### src/dprx_pkg.sv
package dprx_pkg;

    // Link geometry
    localparam int MAX_LANES = 4;               // Widest link supported
    localparam int SYM_W     = 8;               // Symbol width

    // Control symbol codes, K flag set
    localparam logic [SYM_W-1:0] K_BS = 8'hbc;  // K28.5 blanking start
    localparam logic [SYM_W-1:0] K_BE = 8'hfb;  // K27.7 blanking end
    localparam logic [SYM_W-1:0] K_SR = 8'h1c;  // K28.0 scrambler reset

    // Descrambler state loaded on every SR
    localparam logic [15:0] LFSR_SEED = 16'hffff;

    // Wishbone geometry
    localparam int WB_ADR_W = 2;
    localparam int WB_DAT_W = 16;

    // Register map
    localparam logic [WB_ADR_W-1:0] REG_CTRL = 2'd0;   // Link controls, bits 3:0
    localparam logic [WB_ADR_W-1:0] REG_STAT = 2'd1;   // Lock bit 0, VB-ID bits 15:8

    // Link controls, CTRL register image
    typedef struct packed {
        logic       en;                         // Link enable
        logic [1:0] lanes;                      // 1 one lane, 2 two, 3 four, 0 none
        logic       scrm_en;                    // Descrambler enable
    } lnk_ctl_t;

    // Raw lane symbol
    typedef struct packed {
        logic             k;                    // Control symbol
        logic [SYM_W-1:0] dat;
    } lane_sym_t;

    // Decoded lane symbol
    // Carried unchanged from parser through descrambler,
    // only dat is altered by the descrambler
    typedef struct packed {
        logic             k;
        logic [SYM_W-1:0] dat;
        logic             bs;                   // Blanking start
        logic             sr;                   // Scrambler reset
        logic             vid;                  // Active video data
        logic             vbid;                 // VB-ID position
    } pars_sym_t;

endpackage

### src/dprx_ctl.sv
`timescale 1ns/1ns

module dprx_ctl import dprx_pkg::*;
#(
    parameter int P_LANES = 4                       // Lanes built into the link
)
(
    input  logic                LNK_CLK_IN,
    input  logic                arst_n,

    // Wishbone classic slave
    input  logic                wb_cyc,
    input  logic                wb_stb,
    input  logic                wb_we,
    input  logic [WB_ADR_W-1:0] wb_adr,
    input  logic [WB_DAT_W-1:0] wb_dat_i,
    output logic [WB_DAT_W-1:0] wb_dat_o,
    output logic                wb_ack,

    // Status from the result stage
    input  logic                lnk_lock,
    input  logic [SYM_W-1:0]    lnk_vbid,

    // Controls to the lane stages
    output lnk_ctl_t            ctl,
    output logic [P_LANES-1:0]  lane_en
);

    logic                 req;                      // New request this cycle
    logic [WB_DAT_W-1:0]  rd_dat;                   // Read mux
    logic [MAX_LANES-1:0] lane_msk;                 // Mask before clipping

    // Ack in flight blocks a second one
    assign req = wb_cyc && wb_stb && !wb_ack;

    // Register read mux
    always_comb
    begin
        case (wb_adr)
            REG_CTRL: rd_dat = {{(WB_DAT_W-$bits(lnk_ctl_t)){1'b0}}, ctl};
            REG_STAT: rd_dat = {lnk_vbid, {(WB_DAT_W-SYM_W-1){1'b0}}, lnk_lock};
            default:  rd_dat = '0;                  // Unmapped reads as zero
        endcase
    end

    // Single cycle classic handshake
    always_ff @(posedge LNK_CLK_IN or negedge arst_n)
    begin
        if (!arst_n)
        begin
            wb_ack   <= 1'b0;
            wb_dat_o <= '0;
            ctl      <= '0;
        end
        else
        begin
            wb_ack <= req;
            if (req)
            begin
                wb_dat_o <= rd_dat;                 // Valid with ack
                if (wb_we && (wb_adr == REG_CTRL))
                    ctl <= lnk_ctl_t'(wb_dat_i[$bits(lnk_ctl_t)-1:0]);
            end
            else
                wb_dat_o <= '0;
        end
    end

    // Lanes code to mask, full width first
    always_comb
    begin
        case (ctl.lanes)
            2'd1:    lane_msk = MAX_LANES'(4'b0001);
            2'd2:    lane_msk = MAX_LANES'(4'b0011);
            2'd3:    lane_msk = MAX_LANES'(4'b1111);
            default: lane_msk = '0;                 // Code 0, no lane
        endcase
        if (!ctl.en)
            lane_msk = '0;                          // Link off
    end

    assign lane_en = lane_msk[P_LANES-1:0];         // Clip to built lanes

endmodule

### src/dprx_lnk.sv
`timescale 1ns/1ns

module dprx_lnk import dprx_pkg::*;
#(
    parameter int P_LANES = 4                       // 1 to 4 lanes
)
(
    input  logic                        LNK_CLK_IN,
    input  logic                        arst_n,

    // Wishbone classic slave
    input  logic                        wb_cyc,
    input  logic                        wb_stb,
    input  logic                        wb_we,
    input  logic      [WB_ADR_W-1:0]    wb_adr,
    input  logic      [WB_DAT_W-1:0]    wb_dat_i,
    output logic      [WB_DAT_W-1:0]    wb_dat_o,
    output logic                        wb_ack,

    // Link stream
    input  lane_sym_t [P_LANES-1:0]     lnk_in,
    output pars_sym_t [P_LANES-1:0]     lnk_out,
    output logic                        lnk_lock,
    output logic                        lnk_sync,
    output logic      [SYM_W-1:0]       lnk_vbid
);

    lnk_ctl_t                  ctl;                 // CTRL register
    logic      [P_LANES-1:0]   lane_en;             // Active lanes
    pars_sym_t [P_LANES-1:0]   pars_q;              // Parser outputs
    pars_sym_t [P_LANES-1:0]   scrm_q;              // Descrambler outputs
    logic      [P_LANES-1:0]   lane_lock;           // Per lane lock

    // Register slave, status fed back from result stage
    dprx_ctl #(
        .P_LANES    (P_LANES)
    ) u_ctl (
        .LNK_CLK_IN (LNK_CLK_IN),
        .arst_n     (arst_n),
        .wb_cyc     (wb_cyc),
        .wb_stb     (wb_stb),
        .wb_we      (wb_we),
        .wb_adr     (wb_adr),
        .wb_dat_i   (wb_dat_i),
        .wb_dat_o   (wb_dat_o),
        .wb_ack     (wb_ack),
        .lnk_lock   (lnk_lock),
        .lnk_vbid   (lnk_vbid),
        .ctl        (ctl),
        .lane_en    (lane_en)
    );

    // Per lane decode and descramble
    for (genvar i = 0; i < P_LANES; i++)
    begin : gen_lane
        dprx_pars u_pars (
            .LNK_CLK_IN (LNK_CLK_IN),
            .arst_n     (arst_n),
            .en         (lane_en[i]),
            .sym_in     (lnk_in[i]),
            .sym_out    (pars_q[i])
        );

        dprx_scrm u_scrm (
            .LNK_CLK_IN (LNK_CLK_IN),
            .arst_n     (arst_n),
            .en         (lane_en[i]),
            .scrm_en    (ctl.scrm_en),      // Shared by all lanes
            .sym_in     (pars_q[i]),
            .sym_out    (scrm_q[i]),
            .lock       (lane_lock[i])
        );
    end

    // Lane merge and link status
    dprx_lnk_res #(
        .P_LANES    (P_LANES)
    ) u_res (
        .LNK_CLK_IN (LNK_CLK_IN),
        .arst_n     (arst_n),
        .lane_en    (lane_en),
        .lane_lock  (lane_lock),
        .sym_in     (scrm_q),
        .lnk_out    (lnk_out),
        .lnk_lock   (lnk_lock),
        .lnk_sync   (lnk_sync),
        .lnk_vbid   (lnk_vbid)
    );

endmodule

### src/dprx_lnk_res.sv
`timescale 1ns/1ns

module dprx_lnk_res import dprx_pkg::*;
#(
    parameter int P_LANES = 4
)
(
    input  logic                        LNK_CLK_IN,
    input  logic                        arst_n,

    input  logic      [P_LANES-1:0]     lane_en,    // Active lane mask
    input  logic      [P_LANES-1:0]     lane_lock,  // Per lane descrambler lock
    input  pars_sym_t [P_LANES-1:0]     sym_in,     // From descramblers

    output pars_sym_t [P_LANES-1:0]     lnk_out,
    output logic                        lnk_lock,
    output logic                        lnk_sync,
    output logic      [SYM_W-1:0]       lnk_vbid
);

    logic all_lock;                             // Every enabled lane locked

    // Disabled lanes count as locked, but one lane must be on
    assign all_lock = (&(lane_lock | ~lane_en)) && (|lane_en);

    // Lane symbol register
    always_ff @(posedge LNK_CLK_IN or negedge arst_n)
    begin
        if (!arst_n)
            lnk_out <= '0;
        else
        begin
            for (int i = 0; i < P_LANES; i++)
            begin
                if (lane_en[i])
                    lnk_out[i] <= sym_in[i];
                else
                    lnk_out[i] <= '0;           // Quiet lane
            end
        end
    end

    // Link status, aligned with lnk_out
    always_ff @(posedge LNK_CLK_IN or negedge arst_n)
    begin
        if (!arst_n)
        begin
            lnk_lock <= 1'b0;
            lnk_sync <= 1'b0;
            lnk_vbid <= '0;
        end
        else
        begin
            lnk_lock <= all_lock;
            lnk_sync <= lane_en[0] && sym_in[0].bs;     // One cycle per BS
            if (lane_en[0] && sym_in[0].vbid)
                lnk_vbid <= sym_in[0].dat;              // Held until next VB-ID
        end
    end

endmodule

### src/dprx_pars.sv
`timescale 1ns/1ns

module dprx_pars import dprx_pkg::*;
(
    input  logic      LNK_CLK_IN,
    input  logic      arst_n,

    input  logic      en,                   // Lane enable
    input  lane_sym_t sym_in,               // Raw symbol
    output pars_sym_t sym_out               // Decoded symbol
);

    logic is_bs;                            // K28.5
    logic is_be;                            // K27.7
    logic is_sr;                            // K28.0
    logic in_vid;                           // Between BE and BS
    logic bs_seen;                          // Waiting for VB-ID

    // Control symbol match
    assign is_bs = sym_in.k && (sym_in.dat == K_BS);
    assign is_be = sym_in.k && (sym_in.dat == K_BE);
    assign is_sr = sym_in.k && (sym_in.dat == K_SR);

    // Framing state
    always_ff @(posedge LNK_CLK_IN or negedge arst_n)
    begin
        if (!arst_n)
        begin
            in_vid  <= 1'b0;
            bs_seen <= 1'b0;
        end
        else if (!en)
        begin
            in_vid  <= 1'b0;                // Lane off, start clean
            bs_seen <= 1'b0;
        end
        else
        begin
            if (is_be)
                in_vid <= 1'b1;             // Video follows BE
            else if (is_bs)
                in_vid <= 1'b0;

            if (is_bs)
                bs_seen <= 1'b1;
            else if (!sym_in.k)
                bs_seen <= 1'b0;            // VB-ID taken
        end
    end

    // Decoded output register
    always_ff @(posedge LNK_CLK_IN or negedge arst_n)
    begin
        if (!arst_n)
            sym_out <= '0;
        else if (!en)
            sym_out <= '0;
        else
        begin
            sym_out.k    <= sym_in.k;
            sym_out.dat  <= sym_in.dat;
            sym_out.bs   <= is_bs;
            sym_out.sr   <= is_sr;
            sym_out.vid  <= in_vid && !sym_in.k;    // Data inside video only
            sym_out.vbid <= bs_seen && !sym_in.k;   // First data after BS
        end
    end

endmodule

### src/dprx_scrm.sv
`timescale 1ns/1ns

module dprx_scrm import dprx_pkg::*;
(
    input  logic      LNK_CLK_IN,
    input  logic      arst_n,

    input  logic      en,                       // Lane enable
    input  logic      scrm_en,                  // Descrambling on
    input  pars_sym_t sym_in,                   // From parser
    output pars_sym_t sym_out,                  // Descrambled symbol
    output logic      lock                      // Lane lock
);

    // Galois taps for x^16+x^5+x^4+x^3+1
    localparam logic [15:0] LFSR_TAPS = 16'h0039;

    logic [15:0]      lfsr_q;                   // Current LFSR state
    logic [15:0]      lfsr_nxt;                 // State after eight steps
    logic [SYM_W-1:0] key;                      // Keystream byte
    logic             lock_q;                   // SR seen since enable

    // Eight serial steps per symbol, bit 0 first
    always_comb
    begin
        lfsr_nxt = lfsr_q;
        key      = '0;
        for (int i = 0; i < SYM_W; i++)
        begin
            key[i]   = lfsr_nxt[15];            // Output bit before shift
            lfsr_nxt = {lfsr_nxt[14:0], 1'b0} ^ (lfsr_nxt[15] ? LFSR_TAPS : 16'h0000);
        end
    end

    // LFSR and lock tracking
    always_ff @(posedge LNK_CLK_IN or negedge arst_n)
    begin
        if (!arst_n)
        begin
            lfsr_q <= LFSR_SEED;
            lock_q <= 1'b0;
        end
        else if (!en)
        begin
            lfsr_q <= LFSR_SEED;
            lock_q <= 1'b0;                     // Relock after enable
        end
        else if (sym_in.sr)
        begin
            lfsr_q <= LFSR_SEED;                // Realign on SR
            lock_q <= 1'b1;
        end
        else
            lfsr_q <= lfsr_nxt;                 // Also steps on K symbols
    end

    // Output register
    always_ff @(posedge LNK_CLK_IN or negedge arst_n)
    begin
        if (!arst_n)
            sym_out <= '0;
        else if (!en)
            sym_out <= '0;
        else
        begin
            sym_out <= sym_in;                  // Flags pass through
            if (scrm_en && !sym_in.k && !sym_in.sr)
                sym_out.dat <= sym_in.dat ^ key;
        end
    end

    // Without scrambling the lane counts as locked while enabled
    assign lock = scrm_en ? lock_q : en;

endmodule

### config.mk
export PLATFORM = sky130hd
export DESIGN_NAME = dprx_lnk
export DESIGN_NICKNAME = d
export VERILOG_FILES = /design/src/dprx_pkg.sv /design/src/dprx_ctl.sv /design/src/dprx_lnk.sv /design/src/dprx_lnk_res.sv /design/src/dprx_pars.sv /design/src/dprx_scrm.sv
export SDC_FILE = /design/constraint.sdc
export NUM_CORES = 1
export LEC_CHECK = 0
export BUFFER_PORTS_ARGS = -buffer_cell sky130_fd_sc_hd__clkbuf_2
export CAP_MARGIN = 40
export CELL_PAD_IN_SITES_DETAIL_PLACEMENT = 1
export CELL_PAD_IN_SITES_GLOBAL_PLACEMENT = 2
export CORE_ASPECT_RATIO = 1.75
export CORE_MARGIN = 4
export CORE_UTILIZATION = 41
export CTS_BUF_LIST = sky130_fd_sc_hd__clkbuf_2 sky130_fd_sc_hd__clkbuf_4 sky130_fd_sc_hd__clkbuf_8
export CTS_CLUSTER_SIZE = 12
export DETAILED_ROUTE_END_ITERATION = 16
export MAX_ROUTING_LAYER = met4
export PLACE_DENSITY = 0.86
export SLEW_MARGIN = 20
export SYNTH_ARGS = -nofsm -noshare
export SYNTH_HDL_FRONTEND = slang
export SYNTH_HIERARCHICAL = 1
export SYNTH_SLANG_ARGS = --single-unit
export TNS_END_PERCENT = 10
### constraint.sdc
create_clock -name LNK_CLK_IN -period 1.68 [get_ports LNK_CLK_IN]
set_input_delay 0.504 -clock LNK_CLK_IN [delete_from_list [all_inputs] [get_ports LNK_CLK_IN]]
set_output_delay 0.504 -clock LNK_CLK_IN [all_outputs]
set_load 0.05 [all_outputs]
* Word level (Yosys, flattened, before mapping) *
Cells that the tools add are included.

cells by class
  add/subtract/negate cells = 0
  bitwise logic cells = 38
  $lt $le $gt $ge = 0
  $mul = 0
  divide/modulo/power cells = 0
  equal/unequal tests = 28
  muxes and demuxes = 96
  reductions and logical operators = 51
  shift operators = 0

operators by type and width
  cell                                                  count
  bitwise XOR 16 bit                                    32
  two-way mux 6 bit                                     32
  two-way mux 13 bit                                    12
  two-way mux 16 bit                                    9
  equality test 8 bit (second input constant)           8
  two-way mux 1 bit                                     36
  logical AND 1 bit                                     34
  equality test 8 x 5 -> 1 bit (second input constant)  4
  two-way mux 8 bit                                     4
  one-hot mux 16 bit (2 select lines)                   1
  bitwise XOR 8 bit                                     4
  inequality test 3 bit (second input constant)         8
  logical NOT 1 bit                                     13
  one-hot mux 4 bit (3 select lines)                    1
  inequality test 2 bit (second input constant)         4
  equality test 2 x 1 -> 1 bit (second input constant)  2
  equality test 2 bit (second input constant)           2
  two-way mux 4 bit                                     1
  NOT 4 bit                                             1
  OR 4 bit                                              1
  AND reduction 4 bit                                   1
  OR reduction 4 bit                                    1
  logical NOT 2 bit                                     1
  AND reduction 2 bit                                   1

storage, ports and cells
  flip-flop bits (word level) = 263
  bits in writable memories = 0
  memories kept = 0
  output and inout bits = 79
  logic and storage cells = 309
  latch bits = 0
  memory bits (read-only) = 0

* Depth between registers and ports, before layout *
Gate-level depths: netlist (run 1).

  depth after elaboration = 18
  mapped depth = 5

* By module *
Netlist (run 1), hierarchy kept.

by module, submodules not included
  module        cells each  instances  seq. area each (µm²)  area an instance (µm²)
  dprx_scrm     102         4          770.7                 1335.0
  dprx_pars     39          4          375.4                 534.3
  dprx_lnk_res  135         1          1526.5                2014.4
  dprx_ctl      50          1          425.4                 691.9

* Worst setup path before layout (run 1) *
Ideal clock, no wire load.

  kind = reg2reg
  from = register u_ctl.wb_ack
  to = register, netlist name u_ctl/ctl[0]
  buffers on the path = 0
  period minus slack after synthesis = 1.563 ns
  arrival time = 1.438 ns
  stages on the path, launching flop included = 4
  slack = 0.117 ns
  cells stage by stage = dfrtp_1 -> and4bb_4 -> nand3b_4 -> mux2_4

on the way
  word-level cells in the longest chain between the ends = 3

RTL lines
  item                                  line            RTL
  start: declaration                    dprx_ctl.sv:18  output logic wb_ack,
  start signal: assignment              dprx_ctl.sv:57  wb_ack <= req;
  logical NOT 1 bit                     dprx_ctl.sv:34  assign req = wb_cyc && wb_stb && !wb_ack;
  logical AND 1 bit                     dprx_ctl.sv:34
  AND reduction 2 bit (no source line)  -

No other way between the ends.
A chain may end at the register's enable or synchronous reset.

* Worst setup path after layout (run 1) *
  from = register u_res.lnk_vbid[5]
  to = output lnk_vbid[5]

RTL lines
  item                      line                RTL
  start: declaration        dprx_lnk_res.sv:18  output logic [SYM_W-1:0] lnk_vbid
  start signal: assignment  dprx_lnk_res.sv:57  lnk_vbid <= sym_in[0].dat;
  end: declaration          dprx_lnk.sv:25      output logic [SYM_W-1:0] lnk_vbid

No word-level cell between the ends.

==> results of run 1 <==
timing repair:
action | 4_1_cts | 5_1_grt
hold endpoints to repair | 17 | 0
setup buffers | 5 | 1
endpoints found under the setup margin | 61 | 46
gates resized for setup | 74 | 27
hold buffers | 1 | 0
worst register-to-register path, cell delays in order (launching register included):
cell      delay [ns]
dfrtp_1         0.39
buf_4           0.14
and4bb_4        0.43
nand3b_4        0.16
mux2_4          0.33
per-stage QoR:
step	area, um2	utilization [%]	setup WS [ns]	hold WS [ns]
3_5_place_dp	11320	46.13	0.02111	0.4400
5_1_grt	12450	50.77	-0.01573	0.1234
2_1_floorplan	10190	-	0.1171	0.2084
4_1_cts	12430	50.67	-0.03801	0.1010
6_report	12450	50.77	0.05358	0.1500
3_3_place_gp	11320	46.13	0.03656	0.4315
cells by family (layout without fill, tap and decap cells):
kind of cell,after synthesis,in the layout,share of synthesized area (%)
xor gates and xnor gates,108,108,9.583
muxes,17,17,2.015
DFF,258,258,64.18
other,1,4,0.03682
AOI/OAI and AO/OA,23,23,1.818
buffers and inverters,36,231,1.892
and+or+nand+nor,306,306,20.47
worst paths after layout:
path / depth (start not counted) / end / start / slack, ns
max: 1 / lnk_vbid[5] / u_res/lnk_vbid[5] / 0.05
min: 2 / gen_lane[3].u_pars/sym_out[2] / lnk_in[34] / 0.15
max reg2reg: 4 / u_ctl/ctl[3] / u_ctl/wb_ack / 0.13
min reg2reg: 1 / u_res/lnk_out[34] / gen_lane[2].u_scrm/sym_out[8] / 0.44
max in group asynchronous: 3 / gen_lane[0].u_scrm/lfsr_q[11] / arst_n / 0.56
min in group asynchronous: 2 / u_res/lnk_out[38] / arst_n / 0.47
flip-flops by register name, summed over array words and instances, names as in the netlist:
name,count
u_res/lnk_lock,1
u_res/lnk_vbid,8
gen_lane.u_scrm/sym_out,52
gen_lane.u_scrm/lfsr_q,64
gen_lane.u_pars/in_vid,4
u_ctl/wb_ack,1
u_ctl/wb_dat_o,12
u_res/lnk_out,52
gen_lane.u_pars/bs_seen,4
u_ctl/ctl,4
gen_lane.u_pars/sym_out,52
gen_lane.u_scrm/lock_q,4
cells in the mapped netlist, drive strengths merged:
cell type,number,share of area [%]
mux2i,1,0.098
nand4,8,0.49
nor3,1,0.049
buf,14,1.1
nand2b,24,1.5
nor2b,8,0.79
nand2,38,1.5
nand4bb,1,0.11
or4b,4,0.54
o311ai,4,0.64
mux2,16,1.9
and2,151,9.3
and3,17,1.0
nand3b,1,0.20
xor2,48,4.4
nor2,11,0.41
and4bb,33,4.1
o21a,9,0.66
conb,1,0.037
o21ai,8,0.39
dfstp,64,17
nand3,4,0.20
dfrtp,194,48
nor4,5,0.31
xnor2,60,5.2
clkbuf,13,0.48
inv,9,0.33
o22ai,2,0.12
metal layers:
| metal | global-route usage (%) | up-vias | part of all wire, % |
|---|---|---|---|
| met2 | 29.30 | 130 | 55 |
| met1 | 18.41 | 2996 | 38 |
| li1 | - | 2764 | - |
| met4 | 6.407 | 0 | 3.1 |
| met3 | 3.033 | 48 | 3.8 |
| met5 | - | - | 0 |
final cells by class:
class	count	area share, %
multi-input cells	458	27.87
flip-flops and latches	258	52.48
clock inverters	1	0.06028
clock buffers	68	6.610
inverters	9	0.2712
well taps	312	3.134
repair buffers	153	9.574
power breakdown:
part | internal (mW) | switching [mW] | total, mW
Sequential | 6.72 | 0.282 | 7.00
Combinational | 0.999 | 1.16 | 2.16
Clock | 3.05 | 2.28 | 5.34
==> flow_summary.ini, run 1 <==
[floorplanning]
dieArea_um2 = 27520
coreArea_um2 = 24530
die_w_um = 127.1
io_pins = 138
die_height_um = 216.5
rows = 76
start_util_pct = 41.51

[flow_run]
drv_cap = 0

[setup_path]
cp-start-kind = flop
endpoint_kind = output pin
crit_family = flip-flops
crit_required_ns = 1.18
critPathArrivalTime_ns = 1.12
crit_path_max_fanout = 3
cpPeakStageDelay_ns = 0.42
crit_slowest_cell = dfrtp_1
critical_path_buf_inv_count = 1
cp_cell_sequence = buf_8
path_class = reg -> out

[cells_and_area]
most-common-layout-cells = dfrtp_1 (194), and2_1 (149), dfstp_2 (64)
drive_above_1_share_pct = 34.11
regArea_um2 = 6536
syn_to_final_growth_pct = 22.30
finalNetCount = 977
n_fill_cell = 2510
multi_input_area_um2 = 3471
antennaDiodeCount = 0
final_common_cell = dfrtp_1
instances_no_fill = 1259

[drt]
wl_per_cell_um = 16.78
antenna_left = 0
drc = 0
wl_um = 21120
detail_route.vias_per_cell = 4.716
drtIter0Drc = 226
vias = 5938
first_pass_iters = 4

[grt]
grt_pass1_vias = 6629
grt_max_degree = 52
grt.total_usage_pct = 16.57
grt_pass1_wl_um = 35110
grt-ovfl-total = 0
antenna_found_initial = 0

[synthesis]
ys_types = 37
ys_ff_latch = 258
synth_warnings = 6
syn-cell-area_um2 = 10180
synth.avg_cell_area_um2 = 13.60
synth_seq_area_share_pct = 64.18
syn_inst = 749

[clock_tree]
cts_buffers = 38
cts_tree = built
htreeDepth = 2
clock-sinks = 258
clockRootBuffer = clkbuf_8
path_clk_slew_ns = 0.06
clkLatencyLatePin_ns = 0.54
cts_buffer_depth = 3

[power_and_ir_drop]
p_total_mw = 14.50
power_density_nw_per_um2 = 1164
leakage_nw = 6.102
vdd_drop_max_mv = 0.5832

[placement]
place.gp.congestion = 0.8125
dp.cells = 1183
place.port_buffers = 121
dp_hpwl_um = 14880

[timing]
finalMaxSlewViolations = 0
hold_viol = 0
finalCritPeriodShare_pct = 96.81
min_period_ns = 1.626
timing.fmax_mhz = 614.8
fin_setup_tns_ns = 0
rsz0062_at_grt = yes
finalSetupViolations = 0
fin_worst_skew_ns = 0.03010

[run_status]
outcome = finished clean

[min_path]
hp-class = in -> reg
Power figures use the tool's default switching activity.
==> inputs of run 2 (changes only) <==
- CORE_ASPECT_RATIO: 1.75 -> 1.4
- SLEW_MARGIN: 20 -> 10
==> run 2 against run 1 <==
  * Power up 0.65%
  * Global-route usage down 1.1 points
  * Wire length down 5.8%
  * Maximum frequency up 0.13%
  * Flip-flop and latch count unchanged
  * Register-to-register slack better by 0.06 ns
  * Die area down 0.23%
  * Utilization down 0.90 points
  * Worst hold slack better by 0.018 ns
  * Sequential power about the same
  * Critical endpoint is now lnk_out[3]
  * Largest cell class unchanged
==> flow_summary.ini, run 2 (synthesized netlist as in run 1, its figures left out) <==
[timing]
rsz0062_at_grt = yes
min_period_ns = 1.624
finalSetupViolations = 0
hold_viol = 0
timing.fmax_mhz = 615.6
finalCritPeriodShare_pct = 96.69
finalMaxSlewViolations = 0
fin_worst_skew_ns = 0.03162

[placement]
place_area_um2 = 11300
place.gp.congestion = 0.7560
place.port_buffers = 121
dp_hpwl_um = 13980

[floorplanning]
io_pins = 138
coreArea_um2 = 24590
rows = 68
start_util_pct = 41.42
die_height_um = 194.5
die_w_um = 141.2
dieArea_um2 = 27460

[clock_tree]
cts_buffer_depth = 3
clockRootBuffer = clkbuf_8
clock-sinks = 258
htreeDepth = 2
path_clk_slew_ns = 0.07
cts_buffers = 40
clkLatencyLatePin_ns = 0.52
cts_tree = built

[setup_path]
cp-start-kind = flop
critPathArrivalTime_ns = 1.12
path_class = reg -> out
r2r_setup_slack_ns = 0.19
crit_slowest_cell = dfrtp_1
crit_family = flip-flops
critical_path_buf_inv_count = 1
crit_required_ns = 1.18
cpPeakStageDelay_ns = 0.38
reg2reg_to = gen_lane[1].u_scrm/lfsr_q[4]
cp_cell_sequence = clkbuf_4
crit_path_max_fanout = 2
endpoint_kind = output pin
rr_worst_depth = 3
worstReg2RegStart = u_ctl/ctl[2]

[grt]
grt_pass1_wl_um = 33710
grt.total_usage_pct = 15.46
grt_use_met3_pct = 2.806
grt_max_degree = 48
antenna_found_initial = 0
grt-ovfl-total = 0
grt.busiest_layer = met2
grt_pass1_vias = 6584
grtUsageMet2_pct = 27.76
grt_use_met1_pct = 17.45

[drt]
first_pass_iters = 4
drc = 0
drtIter0Drc = 145
wl_per_cell_um = 15.85
detail_route.vias_per_cell = 4.669
vias = 5859
antenna_left = 0
wl_um = 19890

[cells_and_area]
largest_reg_flops = 64
final_core_utilization_pct = 49.86
largest-register = gen_lane.u_scrm/lfsr_q
antennaDiodeCount = 0
drive_above_1_share_pct = 33.62
syn_to_final_growth_pct = 20.40
final_common_cell = dfrtp_1
stdcell_area_um2 = 12260
most-common-layout-cells = dfrtp_1 (194), and2_1 (149), clkbuf_2 (81)
finalNetCount = 969

[min_path]
min_path_cells = 2
hold_end = gen_lane[0].u_pars/sym_out[2]
hold_path_startpoint = lnk_in[5]
hp-class = in -> reg

[power_and_ir_drop]
vdd_drop_max_mv = 0.5496
power_density_nw_per_um2 = 1191
leakage_nw = 6.056

[run_status]
outcome = finished clean

[flow_run]
drv_cap = 0
[run 2: final cells by class]
class / count / area [um2]
sequential: 258 / 6536
fill: 2510 / 12330
timing repair buffer: 143 / 949.7
multi-input combinational: 458 / 3471
tap: 315 / 394.1
inverter: 9 / 33.78
clock inverter: 7 / 43.79
clock buffer: 65 / 832.0
[run 2: what timing repair did]
action,CTS,global route
buffers inserted,0,0
pin swaps,0,0
cloned,0,0
hold buffers,1,0
gates resized for setup,19,36
endpoints found under the setup margin,17,36
hold endpoints to repair,27,0
[run 2: through the flow]
stage	hold slack [ns]	std cells	setup slack, ns	TNS [ns]	total power [mW]
detailed placement	0.4416	1182	-0.009460	-0.009460	9.256
floorplan	0.2084	752	0.1171	0	8.471
CTS	0.1344	1255	0.001055	0	14.88
global route	0.1383	1255	-0.003979	-0.01146	15.39
finish	0.1681	1255	0.05562	0	14.60
global placement	0.4356	1182	0.04417	0	9.163
[run 2: how the worst max path moves through the flow]
stage | from | end | slack, ns | depth (start not counted)
floorplan | u_ctl/wb_ack | u_ctl/ctl[0] | 0.12 | 3
global placement | lnk_in[18] | gen_lane[2].u_pars/in_vid | 0.04 | 4
detailed placement | lnk_in[0] | gen_lane[0].u_pars/in_vid | -0.009 | 4
CTS | u_res/lnk_out[42] | lnk_out[42] | 0.001 | 1
global route | u_ctl/wb_ack | wb_ack | -0.004 | 1
finish | u_res/lnk_out[3] | lnk_out[3] | 0.06 | 1
[run 2: report_power, final]
group	total, mW	switching, mW	internal, mW
combinational	2.10	1.14	0.961
sequential	7.01	0.284	6.72
clock	5.49	2.34	3.14
total	14.6	3.77	10.8
[run 2: metal layers]
metal  vias up  wire (um)
li1       2741          -
met1      2953       7816
met2       135      10690
met3        30        963
met4         0        420
met5         -          0
